$ cat config.mk
export PLATFORM = sky130hd
export DESIGN_NAME = chipbus_top
export DESIGN_NICKNAME = d
export VERILOG_FILES = /design/src/rtl/chipbus_pkg.sv /design/src/rtl/addr_decoder.sv /design/src/rtl/chipbus_top.sv /design/src/rtl/irq_encoder.sv /design/src/rtl/read_return.sv /design/src/rtl/reset_ctrl.sv
export SDC_FILE = /design/constraint.sdc
export NUM_CORES = 1
export LEC_CHECK = 0
export BUFFER_PORTS_ARGS = -buffer_cell sky130_fd_sc_hd__buf_2
export CAP_MARGIN = 20
export CORE_MARGIN = 4
export CORE_UTILIZATION = 33
export CTS_BUF_LIST = sky130_fd_sc_hd__clkbuf_16
export DETAILED_ROUTE_END_ITERATION = 16
export GPL_ROUTABILITY_DRIVEN = 0
export PLACE_DENSITY = 0.79
export SETUP_SLACK_MARGIN = 0.05
export SLEW_MARGIN = 20
export SYNTH_ARGS = -nofsm -noshare
export SYNTH_HDL_FRONTEND = slang
export SYNTH_SLANG_ARGS = --single-unit
$ cat constraint.sdc
create_clock -name clk -period 1.69 [get_ports clk]
set_input_delay 0.169 -clock clk [delete_from_list [all_inputs] [get_ports clk]]
set_output_delay 0.169 -clock clk [all_outputs]
set_load 0.05 [all_outputs]
$ cat src/rtl/chipbus_pkg.sv
/*
  shared types and memory map for the cpu bus fabric
  chip ram fixed at 2 MB, no slow or fast ram
  addresses are word addresses (bits 23..1), constants are byte addresses
  reset hold counts sof pulses, so sof must toggle during reset
*/
`default_nettype none

package chipbus_pkg;

	// ------------------------------------------------------------
	// basic bus types
	typedef logic [23:1] addr_t;   // cpu word address
	typedef logic [15:0] data_t;   // bus word

	typedef struct packed {
		logic  valid;  // request pending
		addr_t addr;
		logic  rd;     // read cycle
		logic  hwr;    // upper byte write
		logic  lwr;    // lower byte write
		data_t wdata;
	} cpu_req_t;      // 43 bits

	typedef struct packed {
		logic chip;
		logic kick;
		logic cia_a;
		logic cia_b;
		logic custom;
		logic rtc;
	} region_sel_t;   // all zero -> unmapped

	typedef struct packed {
		data_t       chip;
		data_t       kick;
		data_t       custom;
		logic [7:0]  cia_a;   // low byte lane
		logic [7:0]  cia_b;   // high byte lane
		logic [63:0] rtc;     // 16 nibbles
	} slave_rdata_t;  // 128 bits

	// ------------------------------------------------------------
	// memory map
	localparam logic [23:0] CHIP_TOP    = 24'h1F_FFFF;
	localparam logic [23:0] OVL_TOP     = 24'h07_FFFF; // rom mirror while booting
	localparam logic [7:0]  CIA_PAGE    = 8'hBF;
	localparam logic [7:0]  RTC_PAGE    = 8'hDC;
	localparam logic [23:0] CUSTOM_BASE = 24'hDF_F000; // 4 KB of registers
	localparam logic [23:0] KICK_BASE   = 24'hF8_0000; // 512 KB up to the top

	// interrupts and reset
	localparam int IRQ_LEVELS        = 6;
	localparam int RESET_HOLD_FRAMES = 2;
	localparam int CPU_RESET_DELAY   = 2; // must be 2 or more
	localparam int FRAME_CNT_W       = $clog2(RESET_HOLD_FRAMES + 1);

endpackage

`default_nettype wire

$ cat src/rtl/addr_decoder.sv
/*
  cpu address decoder with boot rom overlay
  one strobe per request, taken on the rising edge of valid
  the cpu must hold the request stable until ack
  sel_q is high for exactly one cycle per request
*/
`timescale 1ns/1ps
`default_nettype none

module addr_decoder (
	input  logic                     clk,
	input  logic                     sys_reset,
	input  chipbus_pkg::cpu_req_t    req,
	output chipbus_pkg::region_sel_t sel_q,
	output logic                     strobe,
	output logic                     rd_q,
	output chipbus_pkg::addr_t       addr_q
);
	import chipbus_pkg::*;

	logic        valid_q;  // valid seen last cycle
	logic        start;    // first cycle of a request
	logic        ovl;      // rom overlay on low chip space
	logic [23:0] baddr;    // byte address
	region_sel_t sel_d;

	assign start = req.valid & ~valid_q;
	assign baddr = {req.addr, 1'b0};

	// ------------------------------------------------------------
	// address map
	always_comb begin
		sel_d = '0;
		if (baddr <= CHIP_TOP) begin
			// overlay only redirects reads, writes still land in chip ram
			if (ovl && req.rd && baddr <= OVL_TOP)
				sel_d.kick = 1'b1;
			else
				sel_d.chip = 1'b1;
		end
		if (baddr[23:16] == CIA_PAGE) begin
			sel_d.cia_a = ~baddr[12]; // $bfexxx
			sel_d.cia_b = ~baddr[13]; // $bfdxxx, both on a12=a13=0
		end
		if (baddr[23:12] == CUSTOM_BASE[23:12])
			sel_d.custom = 1'b1;
		if (baddr[23:16] == RTC_PAGE)
			sel_d.rtc = 1'b1;
		if (baddr >= KICK_BASE)
			sel_d.kick = 1'b1;
	end

	// ------------------------------------------------------------
	// control regs
	always_ff @(posedge clk) begin
		if (sys_reset) begin
			valid_q <= 1'b0;
			strobe  <= 1'b0;
			sel_q   <= '0;
			ovl     <= 1'b1; // boot from rom
		end else begin
			valid_q <= req.valid;
			strobe  <= start;
			sel_q   <= start ? sel_d : '0;
			if (strobe && sel_q.cia_a && !rd_q)
				ovl <= 1'b0; // first cia-a write drops overlay
		end
	end

	// request payload, held for read_return
	always_ff @(posedge clk) begin
		if (start) begin
			rd_q   <= req.rd;
			addr_q <= req.addr;
		end
	end

	// rom and chip ram never share a cycle, overlay or not
	a_kick_chip_excl: assert property (@(posedge clk) disable iff (sys_reset)
		!(sel_q.kick && sel_q.chip));

endmodule

`default_nettype wire

$ cat src/rtl/chipbus_top.sv
/*
  cpu side bus fabric top level
  one request in flight, ack two cycles after valid rises
  sel goes out to the slaves, which answer in the same cycle
*/
`timescale 1ns/1ps
`default_nettype none

module chipbus_top (
	input  logic                               clk,
	input  logic                               rst_n,
	input  logic                               rst_ext,
	input  logic                               sof,
	input  chipbus_pkg::cpu_req_t              req,
	input  chipbus_pkg::slave_rdata_t          rdata,
	input  logic [chipbus_pkg::IRQ_LEVELS-1:0] int_req,
	input  logic                               nmi,
	output chipbus_pkg::region_sel_t           sel,
	output chipbus_pkg::data_t                 cpu_rdata,
	output logic                               ack,
	output logic [2:0]                         ipl_n,
	output logic                               sys_reset,
	output logic                               cpu_reset_n
);
	import chipbus_pkg::*;

	// decoder to read path
	logic  strobe;
	logic  rd_q;
	addr_t addr_q;

	// ------------------------------------------------------------
	addr_decoder u_dec (
		.clk       (clk),
		.sys_reset (sys_reset),
		.req       (req),
		.sel_q     (sel),
		.strobe    (strobe),
		.rd_q      (rd_q),
		.addr_q    (addr_q)
	);

	read_return u_ret (
		.clk       (clk),
		.rst_n     (rst_n),
		.sel_q     (sel),
		.strobe    (strobe),
		.rd_q      (rd_q),
		.addr_q    (addr_q),
		.rdata     (rdata),
		.cpu_rdata (cpu_rdata),
		.ack       (ack)
	);

	irq_encoder u_irq (
		.clk     (clk),
		.rst_n   (rst_n),
		.int_req (int_req),
		.nmi     (nmi),
		.ipl_n   (ipl_n)
	);

	// reset sequencing, also restores the overlay
	reset_ctrl u_rst (
		.clk         (clk),
		.rst_n       (rst_n),
		.rst_ext     (rst_ext),
		.sof         (sof),
		.sys_reset   (sys_reset),
		.cpu_reset_n (cpu_reset_n)
	);

endmodule

`default_nettype wire

$ cat src/rtl/irq_encoder.sv
/*
  interrupt priority encoder for the 68k ipl lines
  int_req[0] is level 1, int_req[IRQ_LEVELS-1] the highest maskable
  nmi forces level 7, output registered and active low
*/
`timescale 1ns/1ps
`default_nettype none

module irq_encoder (
	input  logic                              clk,
	input  logic                              rst_n,
	input  logic [chipbus_pkg::IRQ_LEVELS-1:0] int_req,
	input  logic                              nmi,
	output logic [2:0]                        ipl_n
);
	import chipbus_pkg::*;

	logic [2:0] lvl; // highest active level, 0 = none

	always_comb begin
		lvl = 3'd0;
		for (int i = 0; i < IRQ_LEVELS; i++) begin
			if (int_req[i])
				lvl = 3'(i + 1); // later wins, so highest sticks
		end
		if (nmi)
			lvl = 3'd7;
	end

	always_ff @(posedge clk) begin
		if (!rst_n)
			ipl_n <= 3'b111; // no request
		else
			ipl_n <= ~lvl;
	end

	// level 7 overrides any pattern one cycle on
	a_nmi_level7: assert property (@(posedge clk) disable iff (!rst_n)
		nmi |=> (ipl_n == 3'b000));

endmodule

`default_nettype wire

$ cat src/rtl/read_return.sv
/*
  read data return and ack for the cpu
  slaves present data in the cycle their select is high
  result and ack are registered, one cycle after the strobe
*/
`timescale 1ns/1ps
`default_nettype none

module read_return (
	input  logic                      clk,
	input  logic                      rst_n,
	input  chipbus_pkg::region_sel_t  sel_q,
	input  logic                      strobe,
	input  logic                      rd_q,
	input  chipbus_pkg::addr_t        addr_q,
	input  chipbus_pkg::slave_rdata_t rdata,
	output chipbus_pkg::data_t        cpu_rdata,
	output logic                      ack
);
	import chipbus_pkg::*;

	logic [3:0] nibble;    // rtc digit
	data_t      chip_w;
	data_t      kick_w;
	data_t      custom_w;
	data_t      cia_w;
	data_t      rtc_w;
	data_t      merged;

	// ------------------------------------------------------------
	// gate each source by its select
	assign nibble   = rdata.rtc[{addr_q[5:2], 2'b00} +: 4]; // a5..a2 picks digit
	assign chip_w   = sel_q.chip   ? rdata.chip   : '0;
	assign kick_w   = sel_q.kick   ? rdata.kick   : '0;
	assign custom_w = sel_q.custom ? rdata.custom : '0;
	assign rtc_w    = sel_q.rtc    ? {12'h000, nibble} : '0;

	// cia-b on the upper lane, cia-a on the lower
	assign cia_w = {sel_q.cia_b ? rdata.cia_b : 8'h00,
	                sel_q.cia_a ? rdata.cia_a : 8'h00};

	// writes and unmapped space read back zero
	assign merged = rd_q ? (chip_w | kick_w | custom_w | cia_w | rtc_w) : '0;

	// ------------------------------------------------------------
	always_ff @(posedge clk) begin
		if (!rst_n)
			ack <= 1'b0;
		else
			ack <= strobe;
	end

	always_ff @(posedge clk) begin
		cpu_rdata <= merged; // only meaningful with ack
	end

	// decoder strobes once per request, so ack is a single pulse
	a_ack_single: assert property (@(posedge clk) disable iff (!rst_n)
		ack |=> !ack);

endmodule

`default_nettype wire

$ cat src/rtl/reset_ctrl.sv
/*
  system and cpu reset sequencing
  rst_ext is asynchronous and goes through two flops
  sys_reset outlasts its cause by RESET_HOLD_FRAMES sof pulses
  cpu_reset_n follows the fall of sys_reset by CPU_RESET_DELAY cycles
*/
`timescale 1ns/1ps
`default_nettype none

module reset_ctrl (
	input  logic clk,
	input  logic rst_n,
	input  logic rst_ext,
	input  logic sof,
	output logic sys_reset,
	output logic cpu_reset_n
);
	import chipbus_pkg::*;

	logic [1:0]                 ext_sync;  // rst_ext synchronizer
	logic [FRAME_CNT_W-1:0]     frame_cnt; // sof pulses since cause ended
	logic [CPU_RESET_DELAY-1:0] cpu_dly;   // ones shift in after release

	// ------------------------------------------------------------
	always_ff @(posedge clk) begin
		if (!rst_n) begin
			ext_sync  <= '0;
			sys_reset <= 1'b1;
			frame_cnt <= '0;
			cpu_dly   <= '0;
		end else begin
			ext_sync <= {ext_sync[0], rst_ext};

			if (ext_sync[1]) begin
				sys_reset <= 1'b1; // restart the hold
				frame_cnt <= '0;
			end else if (sys_reset && sof) begin
				if (frame_cnt == FRAME_CNT_W'(RESET_HOLD_FRAMES - 1))
					sys_reset <= 1'b0;
				frame_cnt <= frame_cnt + 1'b1;
			end

			// clear on the cause too, so cpu reset drops with sys_reset
			if (sys_reset || ext_sync[1])
				cpu_dly <= '0;
			else
				cpu_dly <= {cpu_dly[CPU_RESET_DELAY-2:0], 1'b1};
		end
	end

	assign cpu_reset_n = cpu_dly[CPU_RESET_DELAY-1];

	a_cpu_in_reset: assert property (@(posedge clk)
		sys_reset |-> !cpu_reset_n);

endmodule

`default_nettype wire

---- After elaboration in Yosys (flattened, before gate mapping) ----
Index checks and enable logic that the tools add are counted.
operators by class
  magnitude comparators ................... 3
  shift operators ......................... 1
  bitwise gates (word level) .............. 13
  add/sub/neg operators ................... 1
  muxes and demuxes ....................... 20
  equality and inequality tests ........... 4
  reduce and logical (&&, ||, !) cells .... 13
operators by type and width
  cell                  count
  $or 16x16->16         4
  $shiftx 64x7->4       1
  $mux 16               3
  $ge 24x24->1 const B  1
  $le 24x19->1 const B  1
  $le 24x21->1 const B  1
  $eq 8x8->1 const B    2
  $mux 8                2
  $eq 12x12->1 const B  1
  $mux 3                4
  $mux 1                8
  $not 1->1             7
  $reduce_or 2->1       3
  $reduce_or 3->1       2
  $logic_and 1x1->1     5
  $mux 2                2
  $mux 4                1
  $not 3->3             1
  $add 2x1->2 const B   1
  $eq 2x1->1 const B    1
  $reduce_and 2->1      1
  $and 1x1->1           1
  $logic_not 1->1       1
  $logic_or 1x1->1      1
word-level totals
  output and inout port bits .............. 28
  bits in registers ....................... 42

---- Logic depth before layout (Yosys ltp) ----
Gate-level depths: netlist of run 1.
  word-level depth ........................ 8
  mapped depth ............................ 6
  gate-level depth less buffers ........... 4

---- Hierarchy ----
Synthesis of run 1 repeated with hierarchy kept, for this count alone.
unflattened totals
  cell total of the unflattened synthesis .. 204
  area total of the unflattened synthesis .. 2772.7 sq um
modules (own cells, without submodules)
  module        area an instance (sq um)  seq. area each (sq um)  cells an instance  times used
  read_return   1337.5                    340.3                   115                1
  addr_decoder  1072.3                    900.9                   55                 1
  reset_ctrl    242.7                     140.1                   21                 1
  irq_encoder   120.1                     60.1                    13                 1

---- Worst setup path before layout of run 1 ----
Ideal clock, no wire load.
  path type ............................... reg-to-reg
  from .................................... register u_rst.sys_reset
  to ...................................... register u_dec.sel_q[0] (netlist name)
  arrival ................................. 1510 ps
  library setup time ...................... 92 ps
  stages on the path, launching flop included .. 5
  period minus slack after synthesis ...... 1602 ps
  slack ................................... 88 ps
  data required time ...................... 1598 ps
  cell sequence ........................... dfxtp_1 or3b_2 nor2_1 nand3b_1 nor4_1
on the way
  cells in the longest elaborated chain, start to end .. 1
RTL lines
  item                       line              source
  start: declaration         reset_ctrl.sv:15  output logic sys_reset,
  start signal: assignment   reset_ctrl.sv:28  sys_reset <= 1'b1;
  start signal: assignment   reset_ctrl.sv:35  sys_reset <= 1'b1;
  start signal: assignment   reset_ctrl.sv:39  sys_reset <= 1'b0;
  $reduce_or 2->1 (no line)  n/a
Every way passes these cells.
A chain may end at the register's enable or synchronous reset.

---- Worst setup path in the final report of run 1 ----
  from .................................... register u_dec.addr_q[1]
  to ...................................... register u_ret.cpu_rdata[3]
on the way
  cells in the longest elaborated chain, start to end .. 3
RTL lines
  item                      line                source
  start: declaration        addr_decoder.sv:17  output chipbus_pkg::addr_t addr_q
  start signal: assignment  addr_decoder.sv:74  addr_q <= req.addr;
  $shiftx 64x7->4           read_return.sv:32   assign nibble = rdata.rtc[{addr_q[5:2], 2'b00} +: 4];
  $mux 4                    read_return.sv:36   assign rtc_w = sel_q.rtc ? {12'h000, nibble} : '0;
  $or 16x16->16             read_return.sv:43   assign merged = rd_q ? (chip_w | kick_w | custom_w | cia_w | rtc_w) : '0;
  end signal: assignment    read_return.sv:54   cpu_rdata <= merged;
  end: declaration          read_return.sv:17   output chipbus_pkg::data_t cpu_rdata,
Every way passes these cells.

==> flow_summary.toml, run 1 <==
[status]
status = "finished with violations"
violations = "negative setup slack"

[clock_tree]
clock_path_buffers = 2
clk_pin_slew_worst_paths_ns = 0.06
cts-root-buf = "clkbuf_16"
tritoncts = "yes"
cts-buffers-inserted = 5
cts.sinks = 41
worstSkewPairLatency_ns = 0.27
cts_max_level = 2

[hold_path]
hp-class = "in2reg"

[detailed_routing]
routed_wl_mm = 7.65
route.detailed.drc = 0
route.vias.total = 2357
drtAntennaViolNets = 0
drt-initial-drc-count = 65
wl_per_cell_um = 16.8
viasPerCell = 5.18
firstDrtPassIters = 4

[synthesis]
async_reset_ff_frac = 0
synthCells = 189
yosysTopAreaCell = "dfxtp_1"
yosysTopAreaCellShare = 0.339
yosysWarningCount = 0
synth.ff_latch_count = 41
ys_seq_area_frac = 0.409
syn_area_per_cell_um2 = 11.3
ys.flop_type = "dfxtp_1"
synth_area_um2 = 2130
synth_area_leaders = "dfxtp_1, a22oi_1, mux4_2"
synth_cell_type_count = 39
synth_edf_count = 5
syn-num-nets = 372

[final_layout]
drive_gt1_frac = 0.574
antenna_cells = 0
finalNetCount = 562
nFillCells = 591
area_growth_pct = 55.5
fin_util = 0.543
final_cells = 455

[sta]
worst_slew_pin_slew_ns = 0.444
rsz0062_at_grt = "yes"
hold_viol_final = 0
slew_headroom = 0.704
setup_viol = 3
worst_slack_ns = -0.0283
finalCriticalPeriod_ns = 1.72
fin_worst_skew_ns = 0.00179
fmax_ghz = 0.582
hold_slack_ns = 0.0691
fin_crit_sh = 1.02
drv_slew = 0

[grt]
grt-ovfl-total = 0
grt_antenna_before_repair = 0
grt_pass1_wl_mm = 11.0
first_global_vias = 2405
grt_max_degree = 13
grt_use_total = 0.180

[placement]
port_buffers = 184
post-place-ws_ns = -0.0721
dp_hpwl_mm = 6.45
place_inst = 443

[pwr]
power_density_nw_per_um2 = 704
leakagePower_nw = 1.63
ir_drop_v = 0.000555
finalPower_w = 0.00233

[die]
ios = 210
die_w_um = 88.3
core_um2 = 6100
initial_core_util = 0.349
fp.dieH_um = 88.3
dieArea_um2 = 7790
std_cell_rows = 28

[setup_path]
cp-end-kind = "flop"
cp.arrival_ns = 1.88
cpMaxStageDelayCell = "mux4_1"
path_class = "reg2reg"
path_cells = "buf_12 > mux4_1 > mux2i_1 > nor2_1 > a211o_1"
max_stage_delay_ns = 0.55
worstSetupStartpointType = "flop"
critPathRequiredTime_ns = 1.85
cp_max_fo = 6

[job]
drv_cap = 0
cell usage in the layout, fill, tap and decap left out, types with 2 or more instances in the layout:
cell type	Yosys	layout
mux2i_1	8	8
mux4_2	9	14
buf_12	1	2
nand3_1	2	2
inv_1	3	5
a211o_1	3	3
edfxtp_1	5	5
o21ai_0	3	3
and2_1	4	4
mux4_1	7	2
a22oi_1	30	30
buf_4	0	9
nor3_1	3	3
a22o_1	2	2
nor3b_1	2	2
buf_2	1	184
a21oi_1	3	3
a21boi_0	12	12
nand2b_1	2	2
clkbuf_16	0	5
nand4_1	2	2
nor2_1	12	12
nor2b_1	3	3
nand3b_1	2	2
buf_6	1	2
nand2_1	10	10
dfxtp_1	36	36
sequential cells by signal, indices dropped and copies added, names as in the netlist, 2 cells and up:
name,cells
u_ret.cpu_rdata,16
u_dec.sel_q,6
u_dec.addr_q,4
u_rst.frame_cnt,2
u_rst.ext_sync,2
u_irq.ipl_n,3
u_rst.cpu_dly,2
routing by layer:
| layer | global-route usage | up-vias | routed length, um |
|---|---|---|---|
| met2 | 0.354 | 115 | 4240 |
| met4 | 0.0385 | 0 | 54 |
| met1 | 0.190 | 1113 | 2660 |
| met3 | 0.0493 | 9 | 694 |
| met5 | 0 | - | 0 |
| li1 | - | 1120 | - |
cell families after synthesis:
group | Yosys count | share of synthesized area
flip-flops | 41 | 0.409
multiplexers | 24 | 0.219
buffers and inverters | 17 | 0.0435
AO/OA/AOI/OAI | 59 | 0.206
XOR/XNOR | 1 | 0.00412
AND/OR/NAND/NOR | 46 | 0.112
adder cells (fa/ha/maj) | 1 | 0.00588
what timing repair did:
item,CTS,global route
buffers inserted,4,0
pin swaps,2,4
resized for setup,7,1
setup endpoints to repair,3,4
hold buffers,0,0
cloned,1,0
hold endpoints to repair,0,0
cells in the mapped netlist (4+ instances only):
cell	n
dfxtp_1	36
a22oi_1	30
a21boi_0	12
nor2_1	12
clkbuf_1	10
nand2_1	10
mux4_2	9
mux2i_1	8
mux4_1	7
edfxtp_1	5
and2_1	4
worst paths after layout:
kind	slack (ns)	endpoint	cells past startpoint	from
max reg2reg	-0.03	u_ret.cpu_rdata[3]$_SDFF_PN0_	5	u_dec.addr_q[1]$_DFFE_PN_
max	-0.03	u_ret.cpu_rdata[3]$_SDFF_PN0_	5	u_dec.addr_q[1]$_DFFE_PN_
min reg2reg	0.44	u_rst.ext_sync[1]$_SDFF_PN0_	1	u_rst.ext_sync[0]$_SDFF_PN0_
min	0.07	u_dec.addr_q[2]$_DFFE_PN_	1	req[21]
report_power, final:
group / switching [W] / leakage [nW] / internal, W / total, W
combinational: 0.000171 / 1.21 / 0.000256 / 0.000426
clock: 0.000343 / 0.0738 / 0.000531 / 0.000874
sequential: 0.0000164 / 0.341 / 0.00101 / 0.00103
worst max-delay path, delay by kind of cell, from the launching register on:
family / cells / cell delay, ns
buffers and inverters: 1 / 0.15
AOI/OAI and AO/OA: 1 / 0.27
DFF: 1 / 0.42
muxes: 2 / 0.70
and+or+nand+nor: 1 / 0.07
stage by stage:
step	area [um2]	setup TNS (ns)
finish	3310	-0.0604
global route	3310	-0.324
CTS	3330	-0.151
detailed placement	3140	-0.143
global placement	3140	-0.0103
floorplan	2130	0
final cells by class:
cell class,count,area [um2],area share
inverters,3,11.3,0.00340
clock buffers,5,125,0.0378
flip-flops and latches,41,871,0.263
well taps,75,93.8,0.0284
clock inverters,3,11.3,0.00340
repair buffers,197,1050,0.318
multi-input cells,131,1140,0.346
Power figures use the tool's default switching activity.
==> inputs of run 2 (changes only) <==
--- a/config.mk
+++ b/config.mk
@@ -8,13 +8,15 @@
 export BUFFER_PORTS_ARGS = -buffer_cell sky130_fd_sc_hd__buf_2
 export CAP_MARGIN = 20
 export CORE_MARGIN = 4
-export CORE_UTILIZATION = 33
+export CORE_UTILIZATION = 37
 export CTS_BUF_LIST = sky130_fd_sc_hd__clkbuf_16
 export DETAILED_ROUTE_END_ITERATION = 16
 export GPL_ROUTABILITY_DRIVEN = 0
-export PLACE_DENSITY = 0.79
+export PLACE_DENSITY = 0.78
 export SETUP_SLACK_MARGIN = 0.05
+export SKIP_LAST_GASP = 1
 export SLEW_MARGIN = 20
 export SYNTH_ARGS = -nofsm -noshare
 export SYNTH_HDL_FRONTEND = slang
+export SYNTH_HIERARCHICAL = 1
 export SYNTH_SLANG_ARGS = --single-unit
==> run 2 against run 1 <==
  * The run still ends with negative setup slack left
  * Clock skew grew 0.0030 ns
  * Hold slack worse by 0.00091 ns
  * First-iteration DRC count increased by 14%
  * Sequential share of layout area shrank 0.13 points
  * Cell count shrank 2.9%
  * Die area fell by 7.0%
  * Synthesized cell count decreased by 2.1%
  * Via count fell by 0.55%
  * Critical path type unchanged
  * Largest cell class unchanged
==> flow_summary.toml, run 2 <==
[clock_tree]
clk_pin_slew_worst_paths_ns = 0.06
worstSkewPairLatency_ns = 0.28
cts.sinks = 41
cts_setup_buffers = 0
cts-buffers-inserted = 5
cts-root-buf = "clkbuf_16"
clock_path_buffers = 2
tritoncts = "yes"
cts_max_level = 2

[synthesis]
synthCells = 185
syn_area_per_cell_um2 = 11.9
yosysWarningCount = 6
synth_area_um2 = 2200
syn-num-nets = 368

[final_layout]
mostFrequentLayoutCells = "buf_2, a22oi_1, dfxtp_1"
drive_gt1_frac = 0.589
fin_util = 0.591
antenna_cells = 0
mostFrequentLayoutCell = "buf_2"
largest_reg_flops = 16
finalNetCount = 552
reg_top3 = "u_ret/cpu_rdata (16), u_dec/sel_q (6), u_dec/addr_q (4)"
area_growth_pct = 51.4
nFillCells = 492
top_register = "u_ret/cpu_rdata"

[sta]
drv_slew = 0
hold_slack_ns = 0.0682
rsz0062_at_grt = "yes"
setup_viol = 4
setup_tns_ns = -0.108
finalCriticalPeriod_ns = 1.74
fin_worst_skew_ns = 0.00480
fin_crit_sh = 1.03
worst_slack_ns = -0.0478
slew_headroom = 0.733
fmax_ghz = 0.575
hold_viol_final = 0
worst_slew_pin_slew_ns = 0.399

[die]
std_cell_rows = 27
core_um2 = 5640
fp.dieH_um = 85.1
die_w_um = 85.1
initial_core_util = 0.390
ios = 210
dieArea_um2 = 7250

[setup_path]
critPathTopFamily = "multiplexers"
crit_buf_inv = 1
cp_max_fo = 10
worstSetupStartpointType = "flop"
critPathRequiredTime_ns = 1.85
path_class = "reg2reg"
max_stage_delay_ns = 0.57
cpMaxStageDelayCell = "mux4_1"
path_cells = "buf_12 > mux4_1 > mux2_2 > a22oi_1 > o21ai_1"
cp-end-kind = "flop"
reg2reg_setup_slack_ns = -0.05
cp.arrival_ns = 1.90

[status]
violations = "negative setup slack"
status = "finished with violations"

[detailed_routing]
firstDrtPassIters = 4
route.vias.total = 2344
wl_per_cell_um = 17.5
viasPerCell = 5.30
routed_wl_mm = 7.75
route.detailed.drc = 0
drt-initial-drc-count = 74
drtAntennaViolNets = 0

[pwr]
power_density_nw_per_um2 = 704
leakagePower_nw = 1.60
finalPower_w = 0.00235
ir_drop_v = 0.000557

[placement]
post-place-ws_ns = -0.0871
port_buffers = 184
dp_hpwl_mm = 6.41

[job]
drv_cap = 0

[grt]
grt-ovfl-total = 0
grt_antenna_before_repair = 0
grt_use_total = 0.206
first_global_vias = 2375
grt_max_degree = 18
grt_pass1_wl_mm = 11.9

[hold_path]
hp-class = "in2reg"
-- run 2: cell types whose count changed in the layout (fill, tap and decap cells not counted), sizes merged, moves of 3 or more --
| cell | before | now |
|---|---|---|
| mux2i | 8 | 4 |
| a22oi | 30 | 36 |
| nor2 | 12 | 3 |
| o21ai | 3 | 6 |
| buf | 197 | 191 |
| a211o | 3 | 0 |
| mux2 | 0 | 4 |
-- run 2: final cells by class --
class,count,area (um2),share of cell area
Clock buffer,5,125,0.0375
Timing Repair Buffer,191,986,0.296
Clock inverter,3,17.5,0.00525
Multi-Input combinational cell,127,1230,0.369
Tap cell,72,90.1,0.0270
Sequential cell,41,873,0.262
Inverter,3,11.3,0.00338
-- run 2: path summary, 6_finish.rpt --
check / start / end / depth (start not counted)
worst max-delay path: u_dec/addr_q[1]$_DFFE_PN_ / u_ret/cpu_rdata[1]$_SDFF_PN0_ / 5
worst min-delay path: req[21] / u_dec/addr_q[2]$_DFFE_PN_ / 1
worst max register to register: u_dec/addr_q[1]$_DFFE_PN_ / u_ret/cpu_rdata[1]$_SDFF_PN0_ / 5
worst min register to register: u_rst/ext_sync[0]$_SDFF_PN0_ / u_rst/ext_sync[1]$_SDFF_PN0_ / 1
-- run 2: metal layers --
metal | global-route usage | share of wire | up-vias
met1 | 0.244 | 0.38 | 1089
li1 | - | - | 1117
met3 | 0.0485 | 0.088 | 12
met4 | 0.0547 | 0.011 | 0
met2 | 0.371 | 0.53 | 126
met5 | 0 | 0 | -
-- run 2: power by group --
group	switching, W	internal, W	leakage [nW]
Sequential	0.0000191	0.00101	0.342
Combinational	0.000168	0.000254	1.19
Clock	0.000355	0.000540	0.0696
Total	0.000542	0.00180	1.60
-- run 2: worst reg2reg max path, cell delays in order (launching register included) --
cell and delay (ns):
edfxtp_1 0.38, buf_12 0.15, mux4_1 0.57, mux2_2 0.28, a22oi_1 0.17, o21ai_1 0.08
-- run 2: metrics by stage --
step                      cells  instance area [um2]
after global placement      434                 3200
after floorplan             185                 2210
after CTS                   442                 3330
after global routing        442                 3330
after detailed placement    434                 3200
final                       442                 3330
-- run 2: repair_timing --
item,CTS,global route
hold endpoints to repair,0,0
setup endpoints to repair,4,6
resized for setup,3,2
hold buffers,0,0
==> inputs of run 3 (changes only) <==
--- a/config.mk
+++ b/config.mk
@@ -14,7 +14,6 @@
 export GPL_ROUTABILITY_DRIVEN = 0
 export PLACE_DENSITY = 0.78
 export SETUP_SLACK_MARGIN = 0.05
-export SKIP_LAST_GASP = 1
 export SLEW_MARGIN = 20
 export SYNTH_ARGS = -nofsm -noshare
 export SYNTH_HDL_FRONTEND = slang
==> run 3 against run 2 <==
  * The flow still finishes with violations (negative setup slack)
  * Clock power about the same
  * Sequential share of layout area about the same
  * Critical path depth unchanged
  * Largest cell class unchanged
  * Largest power group unchanged
  * Highest routed layer unchanged
==> flow_summary.toml, run 3 (synthesis results as in run 2) <==
[die]
die_w_um = 85.1
dieArea_um2 = 7250
fp.dieH_um = 85.1
ios = 210
std_cell_rows = 27
initial_core_util = 0.390
core_um2 = 5640

[setup_path]
reg2reg_depth = 5
path_cells = "buf_12 > mux4_1 > mux2_2 > a22oi_1 > o21ai_1"
cp-end-kind = "flop"
critPathRequiredTime_ns = 1.85
cp.arrival_ns = 1.88
crit_buf_inv = 1
max_stage_delay_ns = 0.54
critical_path_depth = 5
reg2reg_setup_slack_ns = -0.03
cpMaxStageDelayCell = "mux4_1"
worstSetupStartpointType = "flop"
critPathTopFamily = "multiplexers"
path_class = "reg2reg"
cp_max_fo = 10

[sta]
drv_slew = 0
finalCriticalPeriod_ns = 1.72
worst_slew_pin_slew_ns = 0.400
fin_worst_skew_ns = 0.00481
fin_crit_sh = 1.02
worst_slack_ns = -0.0275
fmax_ghz = 0.582
slew_headroom = 0.733
hold_viol_final = 0
rsz0062_at_grt = "yes"
setup_viol = 4
hold_slack_ns = 0.0682

[clock_tree]
cts-root-buf = "clkbuf_16"
worstSkewPairLatency_ns = 0.28
cts.sinks = 41
cts_setup_buffers = 0
cts_hold_buf = 0
cts-buffers-inserted = 5
clk_pin_slew_worst_paths_ns = 0.06
clock_path_buffers = 2
cts_max_level = 2
tritoncts = "yes"

[grt]
use_met1 = 0.245
use_met2 = 0.371
grt_pass1_wl_mm = 11.9
grt-ovfl-total = 0
grt_util_met3 = 0.0485
grt_antenna_before_repair = 0
top_usage_layer = "met2"
first_global_vias = 2374
grt_use_total = 0.206
grt_max_degree = 18

[pwr]
ir_drop_v = 0.000557
finalPower_w = 0.00235
leakagePower_nw = 1.60
power_density_nw_per_um2 = 705

[final_layout]
reg_top3 = "u_ret/cpu_rdata (16), u_dec/sel_q (6), u_dec/addr_q (4)"
mostFrequentLayoutCells = "buf_2, a22oi_1, dfxtp_1"
largest_reg_flops = 16
antenna_cells = 0
nFillCells = 494
fin_util = 0.590
area_growth_pct = 51.2
drive_gt1_frac = 0.592
fin_area_um2 = 3330
top_register = "u_ret/cpu_rdata"
finalNetCount = 552
mostFrequentLayoutCell = "buf_2"
final_cells = 442

[detailed_routing]
drt-initial-drc-count = 83
viasPerCell = 5.28
route.detailed.drc = 0
wl_per_cell_um = 17.5
route.vias.total = 2332
routed_wl_mm = 7.75
drtAntennaViolNets = 0
firstDrtPassIters = 4

[placement]
place_inst = 434
dp_hpwl_mm = 6.41
dpl-instance-area_um2 = 3200
port_buffers = 184

[status]
violations = "negative setup slack"
status = "finished with violations"

[hold_path]
holdPathStages = 1
hp-class = "in2reg"

[job]
drv_cap = 0
==> run 3: final timing paths <==
check / to / start
worst min-delay path: u_dec/addr_q[2]$_DFFE_PN_ / req[21]
worst max register to register: u_ret/cpu_rdata[2]$_SDFF_PN0_ / u_dec/addr_q[1]$_DFFE_PN_
worst max-delay path: u_ret/cpu_rdata[2]$_SDFF_PN0_ / u_dec/addr_q[1]$_DFFE_PN_
worst min register to register: u_rst/ext_sync[1]$_SDFF_PN0_ / u_rst/ext_sync[0]$_SDFF_PN0_
==> run 3: where the power goes <==
part	total, W	switching, W	internal [W]	leakage [nW]
combinational	0.000422	0.000168	0.000254	1.19
clock	0.000897	0.000356	0.000540	0.0696
sequential	0.00103	0.0000189	0.00101	0.342
==> run 3: what timing repair did <==
action	in CTS	in global routing
endpoints found under the setup margin	4	6
pin swaps	0	0
resized for setup	4	2
==> run 3: final cells by class <==
class / count / area (um2) / share of cell area
Sequential cell: 41 / 873 / 0.262
Multi-Input combinational cell: 127 / 1230 / 0.369
Inverter: 3 / 11.3 / 0.00338
Tap cell: 72 / 90.1 / 0.0270
Clock inverter: 3 / 17.5 / 0.00526
Clock buffer: 5 / 125 / 0.0376
Timing Repair Buffer: 191 / 986 / 0.296
==> run 3: stage by stage <==
| stage | setup TNS (ns) | setup WS [ns] |
|---|---|---|
| final | -0.0630 | -0.0275 |
| after global routing | -0.425 | -0.131 |
| after CTS | -0.0904 | -0.0416 |
| after detailed placement | -0.208 | -0.0871 |
| after global placement | -0.0596 | -0.0316 |
| after floorplan | 0 | 0.0295 |
==> run 3: metal layers <==
layer | up-vias | part of all wire
met5 | - | 0
met4 | 0 | 0.014
met3 | 15 | 0.085
met2 | 127 | 0.53
met1 | 1074 | 0.37
li1 | 1116 | -
